<file path="config.mk">
export PLATFORM = sky130hd
export DESIGN_NAME = natv_regs
export DESIGN_NICKNAME = d
export VERILOG_FILES = /design/src/verilog/soc_bus_pkg.sv /design/src/verilog/natv_regs.sv
export VERILOG_INCLUDE_DIRS = /design/src /design/src/verilog
export SDC_FILE = /design/constraint.sdc
export NUM_CORES = 1
export LEC_CHECK = 0
export ABC_AREA = 0
export ABC_CLOCK_PERIOD_IN_PS = 3190
export BUFFER_PORTS_ARGS = -buffer_cell sky130_fd_sc_hd__buf_2
export CORE_MARGIN = 2
export CORE_UTILIZATION = 50
export CTS_BUF_LIST = sky130_fd_sc_hd__clkbuf_2
export DETAILED_ROUTE_END_ITERATION = 10
export HOLD_SLACK_MARGIN = 0.1
export PLACE_DENSITY = 0.73
export SLEW_MARGIN = 20
export SYNTH_ARGS = -nofsm -noshare
export SYNTH_HDL_FRONTEND = slang
export SYNTH_SLANG_ARGS = --single-unit
export TNS_END_PERCENT = 100
</file>
<file path="constraint.sdc">
create_clock -name clk_i -period 3.19 [get_ports clk_i]
set_input_delay 0.638 -clock clk_i [delete_from_list [all_inputs] [get_ports clk_i]]
set_output_delay 0.638 -clock clk_i [all_outputs]
set_load 0.02 [all_outputs]
</file>
<file path="src/verilog/mmap_params.svh">
// address window codes, native register constants, array depths and wait-state macros
`ifndef MMAP_PARAMS_SVH
`define MMAP_PARAMS_SVH

// region codes compared with addr[31:24]
`define FLASH_START       8'h00
`define NATV_IP_START     8'h10
`define CUST_IP_START     8'h20
`define PSRAM_START       8'h40

// native register block
`define NATV_ID           32'hA5C0_0101
`define NATV_REGS         8

// array depths in 32-bit words
`define MMAP_WORDS        64
`define PSRAM_WORDS       256

// cycles from valid to ready
`define FLASH_WAIT        3
`define CUST_WAIT         1
`define PSRAM_WAIT        2
`define PSRAM_ROW_PENALTY 3

`endif

</file>
<file path="src/verilog/soc_bus_pkg.sv">
// native memory port request and response structs, decoded address union
package soc_bus_pkg;

  // core to target request, zero wstrb is a read
  typedef struct packed {
    logic        valid;
    logic [31:0] addr;
    logic [31:0] wdata;
    logic [3:0]  wstrb;
  } mem_req_t;

  // target to core response
  // rdata only meaningful while ready is high
  typedef struct packed {
    logic        ready;
    logic [31:0] rdata;
  } mem_rsp_t;

  // region byte on top, byte offset inside the window below
  typedef struct packed {
    logic [7:0]  region;
    logic [23:0] offset;
  } bus_addr_fields_t;

  // the bus looks at region, targets index through offset
  typedef union packed {
    logic [31:0]      raw;
    bus_addr_fields_t f;
  } bus_addr_u;

  // not a struct member, just keeps the field widths honest
  localparam int ADDR_W = $bits(bus_addr_u);

endpackage

</file>
<file path="src/verilog/natv_regs.sv">
// native IP register block: read-only identification word and byte-writable scratch registers
`timescale 1ns/1ns

`include "mmap_params.svh"

module natv_regs
  import soc_bus_pkg::*;
(
  input  logic     clk_i,
  input  logic     reset_i,
  input  mem_req_t req_i,
  output mem_rsp_t rsp_o
);

  localparam int IDX_W = $clog2(`NATV_REGS);

  bus_addr_u        addr;
  logic [21:0]      word;
  logic [IDX_W-1:0] idx;
  logic             is_id;
  logic             is_write;
  logic             accept;
  logic             ready_q;
  logic [31:0]      rdata_q;
  logic [31:0]      scratch_q [`NATV_REGS];

  assign addr     = req_i.addr;
  assign word     = addr.f.offset[23:2];
  // scratch offsets wrap on the register count
  assign idx      = word[IDX_W-1:0];
  assign is_id    = word == '0;
  assign is_write = |req_i.wstrb;

  // ready_q doubles as the busy flag, so a valid still held
  // in the ready cycle is not taken as a second request
  assign accept = req_i.valid && !ready_q;

  always_ff @(posedge clk_i) begin
    if (reset_i) begin
      ready_q <= 1'b0;
      for (int i = 0; i < `NATV_REGS; i++) begin
        scratch_q[i] <= '0;
      end
    end else begin
      ready_q <= accept;
      // identification word ignores writes
      if (accept && is_write && !is_id) begin
        for (int b = 0; b < 4; b++) begin
          if (req_i.wstrb[b]) begin
            scratch_q[idx][8*b +: 8] <= req_i.wdata[8*b +: 8];
          end
        end
      end
    end
  end

  // read data captured with the request, presented with ready
  always_ff @(posedge clk_i) begin
    if (accept) begin
      rdata_q <= is_id ? `NATV_ID : scratch_q[idx];
    end
  end

  assign rsp_o.ready = ready_q;
  assign rsp_o.rdata = rdata_q;

endmodule

</file>
==> impl_metrics.json <==
{
  "synth_cell_types": 34,
  "seq_area_um2": 8670,
  "multi_input_area_um2": 3020,
  "antenna_found_initial": 3,
  "port-buffer-count": 93,
  "finClkSkew_ns": 0.0511,
  "cp_top_family": "flip-flops",
  "ys_ff_latch": 289,
  "max_freq_ghz": 0.504,
  "internal_power_w": 0.00555,
  "fillers": 1915,
  "cts_buffer_depth": 3,
  "grt_usage_pct": 24.8,
  "crit_chain": "buf_2",
  "critPathArrivalTime_ns": 1.35,
  "grt_pass1_wl_um": 47400,
  "ys_warn_count": 0,
  "finalHoldViolations": 0,
  "gr-total-overflow": 0,
  "leakagePower_nw": 4.89,
  "period_needed_ns": 1.98,
  "insertion_delay_ns": 0.83,
  "rsz0062_at_grt": "false",
  "cap_violations": 0,
  "setup_viol": 0,
  "synth_nets": 957,
  "dpl.hpwl_um": 18800,
  "cts_tree": "done",
  "drc_errors": 0,
  "syn_avg_cell_area_um2": 13.6,
  "syn_inst": 886,
  "start_util_pct": 51.1,
  "min_period_over_period_pct": 62.2,
  "fin_hold_ws_ns": 0.258,
  "synth_area_um2": 12100,
  "nets": 1095,
  "dp.cells": 1271,
  "swShare_pct": 25.0,
  "cts-resized-gates": 0,
  "cp_slowest_cell": "dfxtp_1",
  "totalWireLength_um": 31300,
  "cts_buffers": 70,
  "boundaryPins": 104,
  "crit_path_end_kind": "primary output",
  "postCtsHoldBufs": 0,
  "slowest_delay_ns": 0.38,
  "core_area_um2": 23600,
  "critPathMaxFanout": 2,
  "grt_max_degree": 38,
  "cts_sinks": 289,
  "totalPowerFinal_w": 0.00740,
  "clkPwrFrac_pct": 32.3,
  "num_vias": 8349,
  "relSlewSlack_pct": 48.0,
  "die_x_um": 159,
  "drive_above_1_share_pct": 25.5,
  "ys_seq_area_share_pct": 71.8,
  "hold_class": "input pin to flop",
  "finalSetupTns_ns": 0,
  "htreeDepth": 3,
  "final_util_pct": 57.4,
  "path_buf_inv": 1,
  "post-cts-setup-buffer-count": 0,
  "clk_pin_slew_ns": 0.11,
  "ff2ff_setup_slack_ns": 1.33,
  "power.sequential.fraction_pct": 59.7,
  "critPathLaunchType": "flop",
  "tightest_slew_ns": 0.778,
  "first_pass_iters": 6,
  "power_per_cell_area_nw_per_um2": 545,
  "rows": 56,
  "vdd_drop_max_uv": 251,
  "power.switching_w": 0.00185,
  "critical_path_class": "flop to primary output",
  "dieHeight_um": 159,
  "cts_root_buf": "clkbuf_2",
  "final-instance-count-excl-fill": 1390,
  "grt_pass1_vias": 8410,
  "maxSlewViolCount": 0,
  "critPathRequiredTime_ns": 2.55,
  "drt-wirelength-per-cell_um": 22.5,
  "die_area_um2": 25400,
  "antenna_left": 0,
  "area_delta_synth_final_pct": 12.4,
  "combPwrFrac_pct": 7.9,
  "status": "finished clean",
  "via_per_inst": 6.01,
  "routabilityCongestion": 0.814,
  "drtIter0Drc": 883
}
-- per-layer routing --
layer	up-vias	wire (um)	global-route usage, %
li1	3650	-	-
met1	4045	11800	32.4
met2	566	14900	39.6
met3	86	3500	5.99
met4	2	1090	11.8
met5	-	13	0
-- cell usage after synthesis --
library cell	count	share of area [%]
buf_2	34	1.4
clkbuf_2	1	0.041
nor3b_4	1	0.16
o41a_4	1	0.18
nor2b_1	6	0.31
nor4_1	4	0.21
a22oi_1	64	4.0
clkbuf_1	11	0.34
nor3_1	1	0.041
a221oi_2	10	1.2
a21o_1	28	1.7
and3b_1	2	0.15
nand4b_1	8	0.58
nor2_2	1	0.052
or3_1	1	0.052
nor3_4	1	0.13
nand2_2	3	0.16
and2_4	7	0.51
nor2_1	257	8.0
nand3_1	5	0.21
dfxtp_1	1	0.17
o211ai_2	1	0.10
nor3_2	1	0.083
buf_4	21	1.3
buf_1	2	0.062
a22o_1	32	2.3
edfxtp_1	288	72
and3_1	1	0.052
buf_6	3	0.28
nor3b_2	2	0.21
a221oi_1	22	1.6
nand2_1	38	1.2
a31oi_1	24	1.2
o21bai_1	4	0.25
-- flip-flops by register name, indices dropped and copies added (netlist names) --
signal	flops
scratch_q	256
ready_q	1
rdata_q	32
-- power by group through the flow --
| stage | sequential, W | clock, W | combinational [W] |
|---|---|---|---|
| 5_1_grt | 0.00444 | 0.00263 | 0.000626 |
| 3_3_place_gp | 0.00450 | 0 | 0.000576 |
| 6_report | 0.00442 | 0.00239 | 0.000588 |
| 4_1_cts | 0.00442 | 0.00243 | 0.000585 |
| 3_5_place_dp | 0.00450 | 0 | 0.000582 |
| 2_1_floorplan | 0.00454 | 0 | 0.000304 |
-- layout by cell type, fill, tap and decap left out, types with 11 or more instances in the layout --
cell      instances
a21o_1           28
a221oi_1         22
a22o_1           32
a22oi_1          64
a31oi_1          24
buf_2            93
buf_4            41
clkbuf_2        102
clkinv_1         11
edfxtp_1        288
nand2_1          38
nor2_1          257
-- path summary, 6_finish.rpt --
kind,startpoint,endpoint,cells past startpoint
worst max-delay path,ready_q,rsp_o[32],1
worst min-delay path,reset_i,ready_q,2
worst max register to register,ready_q,scratch_q[0][7],5
worst min register to register,scratch_q[7][0],rdata_q[0],2
-- per-stage QoR --
step                      area, um^2  setup WS [ns]
after floorplan                12100          0.788
after global placement         12900          0.684
after detailed placement       12900          0.654
after CTS                      13600           1.13
after global routing           13600           1.10
final                          13600           1.21
-- area by class of cell --
type                       count  area share [%]
timing repair buffer         138            6.29
sequential                   289            63.9
clock buffer                 102            3.76
tap                          319            2.94
multi-input combinational    525            22.2
clock inverter                15           0.821
antenna                        2          0.0369
-- cell families after synthesis --
family          synth area share, %
simple gates                   12.1
compound gates                 12.7
flops                          71.8
buf+inv                        3.44
No activity file was read; power rests on OpenSTA's default activity.
