$ cat src/verilog/mmap_params.svh
// address window codes, native register constants, array depths and wait-state macros
`ifndef MMAP_PARAMS_SVH
`define MMAP_PARAMS_SVH

// region codes compared with addr[31:24]
`define FLASH_START       8'h00
`define NATV_IP_START     8'h10
`define CUST_IP_START     8'h20
`define PSRAM_START       8'h40

// native register block
`define NATV_ID           32'hA5C0_0101
`define NATV_REGS         8

// array depths in 32-bit words
`define MMAP_WORDS        64
`define PSRAM_WORDS       256

// cycles from valid to ready
`define FLASH_WAIT        3
`define CUST_WAIT         1
`define PSRAM_WAIT        2
`define PSRAM_ROW_PENALTY 3

`endif

$ cat src/verilog/soc_bus_pkg.sv
// native memory port request and response structs, decoded address union
package soc_bus_pkg;

  // core to target request, zero wstrb is a read
  typedef struct packed {
    logic        valid;
    logic [31:0] addr;
    logic [31:0] wdata;
    logic [3:0]  wstrb;
  } mem_req_t;

  // target to core response
  // rdata only meaningful while ready is high
  typedef struct packed {
    logic        ready;
    logic [31:0] rdata;
  } mem_rsp_t;

  // region byte on top, byte offset inside the window below
  typedef struct packed {
    logic [7:0]  region;
    logic [23:0] offset;
  } bus_addr_fields_t;

  // the bus looks at region, targets index through offset
  typedef union packed {
    logic [31:0]      raw;
    bus_addr_fields_t f;
  } bus_addr_u;

  // not a struct member, just keeps the field widths honest
  localparam int ADDR_W = $bits(bus_addr_u);

endpackage

$ cat src/verilog/bus.sv
// combinational address decoder and response multiplexer for three memory targets
`timescale 1ns/1ns

`include "mmap_params.svh"

module bus
  import soc_bus_pkg::*;
(
  // core side
  input  mem_req_t core_req_i,
  output mem_rsp_t core_rsp_o,
  // native IP registers
  output mem_req_t natv_req_o,
  input  mem_rsp_t natv_rsp_i,
  // flash and custom IP windows
  output mem_req_t mmap_req_o,
  input  mem_rsp_t mmap_rsp_i,
  // PSRAM
  output mem_req_t psram_req_o,
  input  mem_rsp_t psram_rsp_i
);

  bus_addr_u core_addr;
  logic      natv_sel;
  logic      mmap_sel;
  logic      psram_sel;
  logic      natv_done;
  logic      mmap_done;
  logic      psram_done;

  assign core_addr = core_req_i.addr;

  // region decode on the top address byte
  assign natv_sel  = core_addr.f.region == `NATV_IP_START;
  assign mmap_sel  = (core_addr.f.region == `FLASH_START) ||
                     (core_addr.f.region == `CUST_IP_START);
  assign psram_sel = core_addr.f.region == `PSRAM_START;

  // every target sees the payload, only the selected one sees valid
  always_comb begin
    natv_req_o        = core_req_i;
    natv_req_o.valid  = core_req_i.valid && natv_sel;
    mmap_req_o        = core_req_i;
    mmap_req_o.valid  = core_req_i.valid && mmap_sel;
    psram_req_o       = core_req_i;
    psram_req_o.valid = core_req_i.valid && psram_sel;
  end

  // a target completes only while it is the selected one
  assign natv_done  = natv_req_o.valid && natv_rsp_i.ready;
  assign mmap_done  = mmap_req_o.valid && mmap_rsp_i.ready;
  assign psram_done = psram_req_o.valid && psram_rsp_i.ready;

  always_comb begin
    core_rsp_o.ready = natv_done || mmap_done || psram_done;
    if (natv_done) begin
      core_rsp_o.rdata = natv_rsp_i.rdata;
    end else if (mmap_done) begin
      core_rsp_o.rdata = mmap_rsp_i.rdata;
    end else if (psram_done) begin
      core_rsp_o.rdata = psram_rsp_i.rdata;
    end else begin
      core_rsp_o.rdata = '0;
    end
  end

endmodule

$ cat config.mk
export PLATFORM = sky130hd
export DESIGN_NAME = bus
export DESIGN_NICKNAME = d
export VERILOG_FILES = /design/src/verilog/soc_bus_pkg.sv /design/src/verilog/bus.sv
export VERILOG_INCLUDE_DIRS = /design/src /design/src/verilog
export SDC_FILE = /design/constraint.sdc
export NUM_CORES = 1
export LEC_CHECK = 0
export BUFFER_PORTS_ARGS = -buffer_cell sky130_fd_sc_hd__buf_2
export CORE_AREA = 2 2 157 159
export DETAILED_ROUTE_END_ITERATION = 10
export DIE_AREA = 0 0 159 161
export PLACE_DENSITY_LB_ADDON = 0.3
export SLEW_MARGIN = 10
export SYNTH_ARGS = -nofsm -noshare
export SYNTH_HDL_FRONTEND = slang
export SYNTH_SLANG_ARGS = --single-unit
export TNS_END_PERCENT = 5
$ cat constraint.sdc
create_clock -name vclk -period 2.8
set_input_delay 0.42 -clock vclk [all_inputs]
set_output_delay 0.42 -clock vclk [all_outputs]
set_load 0.005 [all_outputs]
==> summary.log <==
INFO  timing         layout_setup_ws=0.234ns
INFO  clock_network  cts_setup_buffers=0
INFO  timing         timing.slew.headroom=69.8%
INFO  drt            detail-route-antenna-nets=0
INFO  timing         hold_ws=0.840ns
INFO  pwr            leakagePower=1.01nW
INFO  die            ioPinCount=408
INFO  global_route   grt_use_met1=8.73%
INFO  pwr            design_power_total=0.219mW
INFO  clock_network  cts-resized-gates=0
INFO  synth          post_synthesis_cell_area=2910squm
INFO  critical_path  timing.critical_path.slowest_stage_cell=sky130_fd_sc_hd__or4b_4
INFO  die            floorplan.die_area=25600squm
INFO  critical_path  data_required_critical_path=2.38ns
INFO  layout         flow.area_growth_from_synthesis=-11.1%
INFO  global_route   grt.busiest_layer=met2
INFO  min_path       hold_path_class=input port to output port
INFO  synth          ys_types=18
INFO  drt            avgViaCountPerCell=3.79
INFO  timing         highest_clock_rate=390MHz
INFO  timing         fin_setup_tns=0ns
INFO  global_route   groute.layer.met2.usage=14.0%
INFO  global_route   first_pass_grt_wire_length=16.0mm
INFO  placed_design  detailedPlacementHpwl=8.71mm
INFO  timing         slew_viol_final=0
INFO  synth          sequential_to_total_area_share_from_yosys_stat=0%
INFO  die            placeableCoreArea=24000squm
INFO  timing         rsz0062_at_grt=false
INFO  global_route   first_global_vias=2479
INFO  drt            drc=0
INFO  critical_path  critPathLaunch=core_req_i[61]
INFO  synth          yosys_warnings=0
INFO  timing         final-hold-violation-count=0
INFO  placed_design  place_worst_setup_slack=0.228ns
INFO  placed_design  port_buffers=168
INFO  critical_path  delay_contributed_by_the_slowest_stage_of_the_critical_path=0.56ns
INFO  critical_path  crit_path_max_fanout=15
INFO  timing         worstMarginPinSlew=0.453ns
INFO  critical_path  setup.worst_path.start_class=input port
INFO  synth          syn_avg_cell_area=6.99squm
INFO  drt            detailedRoute.firstIterationViolations=109
INFO  layout         fin_nets=522
INFO  die            chipHeight=161microns
INFO  status         outcome=finished, final reports clean
INFO  global_route   grt_usage=8.11%
INFO  placed_design  gp_congestion=0.680
INFO  die            floorplan.rows=57
INFO  synth          syn_nets=585
INFO  layout         sequential_cell_total=0
INFO  synth          netlist.top_cell.by_area=sky130_fd_sc_hd__buf_4
INFO  global_route   grtUsageMet3=2.88%
INFO  critical_path  worstSetupPathType=input port to output port
INFO  drt            vias=2568
INFO  layout         share_of_cells_above_drive_strength_1=52.6%
INFO  timing         layout_worst_path_cycle_share=91.6%
INFO  layout         post_route_non_filler_standard_cell_count=677
INFO  job            maxCapViolCount=0
INFO  drt            detail_route.wirelength=11.5mm
INFO  clock_network  cts_hold_repair.buffers=0
INFO  critical_path  worst_ep_arrival_time=2.15ns
INFO  synth          main_area_contributors_after_synthesis=sky130_fd_sc_hd__buf_4 53%, sky130_fd_sc_hd__o32a_1 11%, sky130_fd_sc_hd__nand4b_1 9.6%
INFO  critical_path  timing.critical_path.mode_cell=sky130_fd_sc_hd__buf_2
INFO  die            initial_utilization=12.2%
INFO  layout         fillCellCount=2879
INFO  drt            route.detailed.wl_per_inst=16.9microns
INFO  synth          synth.top_cell.area_share=52.6%
INFO  critical_path  timing.critical_path.cells=buf_2, or4b_4, or2_2, buf_4, o32a_1, buf_2
INFO  drt            detail_route.first_pass.iterations=4
INFO  layout         num-clock-buffers=0
INFO  die            floorplan.die.width=159microns
INFO  synth          yosysMostFrequentCell=sky130_fd_sc_hd__buf_4
INFO  pwr            power.density=84.4nW/um^2
INFO  critical_path  endpoint_kind=output port
INFO  pwr            worst_ir_drop_vdd=0.0242mV
INFO  global_route   grt_max_degree=52
INFO  placed_design  numPlacedInstances=676
INFO  critical_path  setup.worst_path.end=core_rsp_o[1]
INFO  global_route   global_route.overflow_total=0
INFO  synth          synth_cells=417
INFO  timing         layout_min_cycle_time=2.57ns
INFO  synth          synthTopCellsByCount=204 x sky130_fd_sc_hd__buf_4, 35 x sky130_fd_sc_hd__clkbuf_1, 33 x sky130_fd_sc_hd__a211oi_1
INFO  global_route   grt_antenna_before_repair=3
INFO  critical_path  cp_num_buf_inv=3
INFO  layout         final-seq-area=0squm
INFO  timing         setup_violations=0
INFO  critical_path  timing.critical_path.max_delay_family=simple AND/OR/NAND/NOR gates
INFO  critical_path  timing.critical_path.depth=6
through the flow:
stage                     instance area [sq um]  util (%)
after global routing                       2590      10.8
after CTS                                  2590      10.8
after global placement                     2590      10.8
final                                      2590      10.8
after floorplan                            2910         -
after detailed placement                   2590      10.8
cell usage in the layout, fill, tap and decap left out:
cell,count
sky130_fd_sc_hd__o32a_1,32
sky130_fd_sc_hd__nand2_1,32
sky130_fd_sc_hd__or2_2,1
sky130_fd_sc_hd__nand4b_1,32
sky130_fd_sc_hd__a21o_1,1
sky130_fd_sc_hd__buf_12,3
sky130_fd_sc_hd__nor3_1,32
sky130_fd_sc_hd__or3_2,1
sky130_fd_sc_hd__buf_2,168
sky130_fd_sc_hd__buf_4,10
sky130_fd_sc_hd__or4b_4,1
sky130_fd_sc_hd__nor3b_1,2
sky130_fd_sc_hd__a211oi_1,33
sky130_fd_sc_hd__diode_2,1
sky130_fd_sc_hd__nand3b_1,2
sky130_fd_sc_hd__or4_2,1
sky130_fd_sc_hd__nor2_1,1
worst min-delay path by stage:
stage / start / end / slack [ns] / cells after the start
global placement: core_req_i[26] / psram_req_o[26] / 0.84 / 0
CTS: core_req_i[26] / psram_req_o[26] / 0.84 / 0
floorplan: core_req_i[0] / mmap_req_o[0] / 0.92 / 1
finish: core_req_i[23] / mmap_req_o[23] / 0.84 / 0
global route: core_req_i[1] / mmap_req_o[1] / 0.84 / 0
detailed placement: core_req_i[26] / psram_req_o[26] / 0.84 / 0
report_power, final:
part	internal, mW	switching, mW	leakage (nW)
Sequential	0	0	0
Combinational	0.0980	0.121	1.01
Clock	0.0000000477	0	0.00000634
final cells by class:
cell class                 instances  area, sq um  area share (%)
multi-input combinational        171         1210            46.6
tap                              324          405            15.7
antenna                            1         2.50          0.0966
timing repair buffer             181          976            37.7
metal layers:
layer  share of wire (%)  up-vias
met5                0.21        -
li1                    -     1157
met4                 6.0        4
met1                  36     1151
met3                  11       67
met2                  47      189
cells by family after synthesis:
logic type / after synthesis / share of synthesized area, %
AOI/OAI and AO/OA: 66 / 19.8
buffers and inverters: 246 / 58.8
and+or+nand+nor: 105 / 21.4
(Power assumes the default switching activity.)
