<file path="src/verilog/mmap_params.svh">
// address window codes, native register constants, array depths and wait-state macros
`ifndef MMAP_PARAMS_SVH
`define MMAP_PARAMS_SVH

// region codes compared with addr[31:24]
`define FLASH_START       8'h00
`define NATV_IP_START     8'h10
`define CUST_IP_START     8'h20
`define PSRAM_START       8'h40

// native register block
`define NATV_ID           32'hA5C0_0101
`define NATV_REGS         8

// array depths in 32-bit words
`define MMAP_WORDS        64
`define PSRAM_WORDS       256

// cycles from valid to ready
`define FLASH_WAIT        3
`define CUST_WAIT         1
`define PSRAM_WAIT        2
`define PSRAM_ROW_PENALTY 3

`endif

</file>
<file path="src/verilog/soc_bus_pkg.sv">
// native memory port request and response structs, decoded address union
package soc_bus_pkg;

  // core to target request, zero wstrb is a read
  typedef struct packed {
    logic        valid;
    logic [31:0] addr;
    logic [31:0] wdata;
    logic [3:0]  wstrb;
  } mem_req_t;

  // target to core response
  // rdata only meaningful while ready is high
  typedef struct packed {
    logic        ready;
    logic [31:0] rdata;
  } mem_rsp_t;

  // region byte on top, byte offset inside the window below
  typedef struct packed {
    logic [7:0]  region;
    logic [23:0] offset;
  } bus_addr_fields_t;

  // the bus looks at region, targets index through offset
  typedef union packed {
    logic [31:0]      raw;
    bus_addr_fields_t f;
  } bus_addr_u;

  // not a struct member, just keeps the field widths honest
  localparam int ADDR_W = $bits(bus_addr_u);

endpackage

</file>
<file path="src/verilog/mmap_mem.sv">
// memory-mapped target: read-only flash window and custom IP scratch window with fixed waits
`timescale 1ns/1ns

`include "mmap_params.svh"

module mmap_mem
  import soc_bus_pkg::*;
(
  input  logic     clk_i,
  input  logic     reset_i,
  input  mem_req_t req_i,
  output mem_rsp_t rsp_o
);

  localparam int IDX_W    = $clog2(`MMAP_WORDS);
  localparam int MAX_WAIT = (`FLASH_WAIT > `CUST_WAIT) ? `FLASH_WAIT : `CUST_WAIT;
  localparam int CNT_W    = $clog2(MAX_WAIT + 1);

  bus_addr_u        addr;
  logic [IDX_W-1:0] idx;
  logic             is_flash;
  logic             is_write;
  logic             accept;
  logic             done;
  logic [CNT_W-1:0] wait_ld;
  logic             busy_q;
  logic [CNT_W-1:0] cnt_q;
  logic [31:0]      flash_q [`MMAP_WORDS];
  logic [31:0]      cust_q [`MMAP_WORDS];

  assign addr     = req_i.addr;
  // word index, wraps on the array depth
  assign idx      = addr.f.offset[IDX_W+1:2];
  // the bus only forwards flash or custom codes here
  assign is_flash = addr.f.region == `FLASH_START;
  assign is_write = |req_i.wstrb;

  // the counter holds the remaining waits minus the ready cycle
  assign wait_ld = is_flash ? CNT_W'(`FLASH_WAIT - 1) : CNT_W'(`CUST_WAIT - 1);

  assign accept = req_i.valid && !busy_q;
  assign done   = busy_q && (cnt_q == '0);

  always_ff @(posedge clk_i) begin
    if (reset_i) begin
      busy_q <= 1'b0;
      cnt_q  <= '0;
    end else if (accept) begin
      busy_q <= 1'b1;
      cnt_q  <= wait_ld;
    end else if (done) begin
      busy_q <= 1'b0;
    end else if (busy_q) begin
      cnt_q <= cnt_q - 1'b1;
    end
  end

  // flash image: index in the low half, its inverse in the high half
  always_ff @(posedge clk_i) begin
    if (reset_i) begin
      for (int i = 0; i < `MMAP_WORDS; i++) begin
        flash_q[i] <= {~i[15:0], i[15:0]};
      end
    end
  end

  // custom scratch words, byte lanes under wstrb
  always_ff @(posedge clk_i) begin
    if (reset_i) begin
      for (int i = 0; i < `MMAP_WORDS; i++) begin
        cust_q[i] <= '0;
      end
    end else if (done && is_write && !is_flash) begin
      for (int b = 0; b < 4; b++) begin
        if (req_i.wstrb[b]) begin
          cust_q[idx][8*b +: 8] <= req_i.wdata[8*b +: 8];
        end
      end
    end
  end

  // flash writes still complete, they just change nothing
  assign rsp_o.ready = done;
  assign rsp_o.rdata = is_flash ? flash_q[idx] : cust_q[idx];

endmodule

</file>
<file path="config.mk">
export PLATFORM = sky130hd
export DESIGN_NAME = mmap_mem
export DESIGN_NICKNAME = d
export VERILOG_FILES = /design/src/verilog/soc_bus_pkg.sv /design/src/verilog/mmap_mem.sv
export VERILOG_INCLUDE_DIRS = /design/src /design/src/verilog
export SDC_FILE = /design/constraint.sdc
export NUM_CORES = 2
export LEC_CHECK = 0
export BUFFER_PORTS_ARGS = -buffer_cell sky130_fd_sc_hd__buf_4
export CAP_MARGIN = 30
export CORE_UTILIZATION = 45
export CTS_CLUSTER_SIZE = 24
export DETAILED_ROUTE_END_ITERATION = 8
export PLACE_DENSITY_LB_ADDON = 0.15
export SLEW_MARGIN = 20
export SYNTH_ARGS = -nofsm -noshare
export SYNTH_HDL_FRONTEND = slang
export SYNTH_SLANG_ARGS = --single-unit
</file>
<file path="constraint.sdc">
create_clock -name clk_i -period 3.4 [get_ports clk_i]
set_input_delay 0 -clock clk_i [delete_from_list [all_inputs] [get_ports clk_i]]
set_output_delay 0 -clock clk_i [all_outputs]
set_load 0.01 [all_outputs]
</file>
==> flow_summary.ini <==
[outcome]
status = completed

[timing]
timing.fmax_mhz = 295
slew_violations = 0
fin_crit_ns = 3.39
worst_slew_pin_slew_ns = 1.20
hold_violations = 0
setup_viol = 0
period_share = 0.997
rsz0062_at_grt = false
slew_headroom = 0.201
finalSetupTns_ns = 0
clock_skew_ns = 0.0282

[place]
place_congestion = 0.951
dp_hpwl_um = 250000
post_dp_cell_area_um2 = 97600
port-buffer-count = 85

[floorplanning]
die_x_um = 453
num_io_pins = 104
die_area_um2 = 205000
design.core.area_um2 = 202000
initial_core_util = 0.453
rows = 165
fp.dieH_um = 453

[yosys]
netlist.area_leader.share = 0.672
ys.warnings.count = 0
ys_seq_area_frac = 0.672
ys.flop_type = edfxtp_1
postSynthCellCount = 7273
ys_ff_latch = 2051
avgSynthCellArea_um2 = 12.6
synth.lib_cells_used.distinct = 71
ys_async_sr_fraction = 0
synthTopCellsByArea = edfxtp_1 (67%), nor2_1 (9.1%), mux4_2 (3.2%)
synth_top_area_cell = edfxtp_1
synth_edf_count = 2048
synth_nets = 7345
syn_area_um2 = 91500

[critical_path]
path_class = flip-flop to output pin
worstSetupStartpointType = flip-flop
r2r_setup_slack_ns = 0.51
slowest_delay_ns = 0.69
critPathSlowestCell = or4_1
path_cells = mux2_1 > a221oi_1 > o22ai_1 > a22oi_1 > o21ai_1 > or4_1 > buf_4
cp_max_fo = 1
worstSetupEndpointType = output pin
worstPathArrival_ns = 3.39
worstPathRequired_ns = 3.40

[route]
drtPass1Iterations = 8
dr.first_iter.drc_count = 11099
ant_nets = 0
routed_via_density = 6.57
wl_um = 378000
vias = 68157
drc_errors = 0
wl_per_cell_um = 36.5

[clock_network]
clk_pin_slew_ns = 0.06
numCtsBuffers = 216
clock_latency_ns = 0.90
cts_max_path_buffers = 3
cts_num_sinks = 2051
cts_setup_buffers = 0
cts_tree = done
htree_levels = 4
root_buffer = clkbuf_16

[power]
clock_power_share = 0.413
ir_drop_mv = 0.583
p_switching_mw = 14.3
p_leak_nw = 36.1
p_int_mw = 43.7
p_sw_frac = 0.247
seq_power_share = 0.497
powerDensity_nw_per_um2 = 551
power_mw = 58.0
pwr-share-comb = 0.090

[cells_and_area]
fin_nets = 7584
multi_input_area_um2 = 27300
fin_util = 0.520
design_area_um2 = 105000
fillers = 17308
layout-drive-gt1-share = 0.159
syn2layout_area_growth_pct = 14.8
seq_area_um2 = 61600

[global_routing]
grt_pass1_wl_um = 515000
grt_util_met3 = 0.0943
met2_usage = 0.546
grt_use_total = 0.363
grt.busiest_layer = met2
antenna_found_initial = 23
use_met1 = 0.480
grt_overflow = 0
grt_max_degree = 137
grt_pass1_vias = 64109

[run]
maxCapViolations = 0

[worst_hold_path]
hp-class = primary input to flip-flop
-- power by group through the flow --
stage	clock, mW	combinational (mW)	sequential (mW)
floorplan	0	2.43	29.2
global placement	0	4.95	29.3
detailed placement	0	4.96	29.4
CTS	23.9	5.03	28.8
global route	24.8	5.22	28.9
finish	23.9	5.21	28.8
-- through the flow --
step | worst slack, ns | hold WS, ns | cells
finish | 0.0102 | 0.0396 | 10373
global route | 0.0176 | 0.0660 | 10366
CTS | 0.0144 | 0.000159 | 10363
detailed placement | 0.150 | 0.341 | 9925
global placement | 0.101 | 0.319 | 9923
floorplan | 0.998 | 0.175 | 7273
-- worst paths after layout --
check,depth (start not counted),endpoint,from
max reg2reg,8,cust_q[26][0],cnt_q[0]
min,5,cust_q[32][17],req_i[2]
max,7,rsp_o[28],cust_q[21][28]
min reg2reg,2,cnt_q[1],cnt_q[1]
-- registers in the layout (all words and copies together) (netlist names) --
name and flops:
busy_q 1, cnt_q 2, cust_q 2048
-- layer usage --
metal | routed length [um] | share of wire
met3 | 49600 | 0.13
met2 | 168000 | 0.44
met1 | 137000 | 0.36
met4 | 23800 | 0.063
met5 | 234 | 0.00062
-- cell usage after synthesis, drive strengths merged, types with 4 or more instances --
cell        n
mux2i     293
o221ai     17
o2111ai     4
or3         4
o41a        5
buf       421
nor2b       7
and2       10
nor2     2221
and3        7
or4         7
nor3b       6
inv         6
o21ai     141
a222oi     12
a32oi       5
a211oi     16
nand3      14
a41oi       4
a221o      40
mux2      126
a31oi      16
nand4      11
mux4      131
o211ai      6
clkbuf    194
o22ai     118
a21oi     114
a22oi     113
nand2b      6
edfxtp   2048
nand2     555
a221oi    235
or2         4
o21bai     88
a21o      168
a211o       4
o22a       13
a22o       27
nor3        6
o31a        4
o2bb2ai    17
-- cells by family after synthesis --
family,Yosys count,synth area share
xor gates and xnor gates,1,0.0000957
muxes,550,0.0798
DFF,2051,0.672
buffers and inverters,621,0.0327
adders and majority gates,1,0.000137
AOI/OAI and AO/OA,1179,0.0943
and+or+nand+nor,2870,0.121
-- what timing repair did --
item / 4_1_cts / 5_1_grt
endpoints found under the setup margin: 2 / 5
resized for setup: 2 / 5
hold endpoints to repair: 1689 / 0
hold buffers: 40 / 0
-- cell usage in the layout (no fill, tap or decap), types with 77 or more instances in the layout --
master and count:
a22oi_1 113, buf_12 77, mux2_2 124, a21o_1 168, nand2_1 534, buf_4 513
o21bai_1 88, a21oi_1 114, o21ai_0 140, mux2i_1 291, o22ai_1 118, a221oi_1 232
mux4_2 131, nor2_1 2211, edfxtp_1 2048, clkbuf_16 216
-- area by class of cell --
cell class	count	area share
inverter	6	0.000345
sequential	2051	0.586
tap	2672	0.0318
clock inverter	129	0.0131
clock buffer	269	0.0533
timing repair buffer	636	0.0561
multi-input combinational	4601	0.259
antenna	9	0.000214
-- critical path: cells and delay by family, from the launching register on --
family                 cells  cell delay, ns
AO/OA/AOI/OAI              4            0.94
AND/OR/NAND/NOR            1            0.69
flip-flops                 1            0.35
multiplexers               1            0.29
buffers and inverters      1            0.21
(Power assumes the default switching activity.)
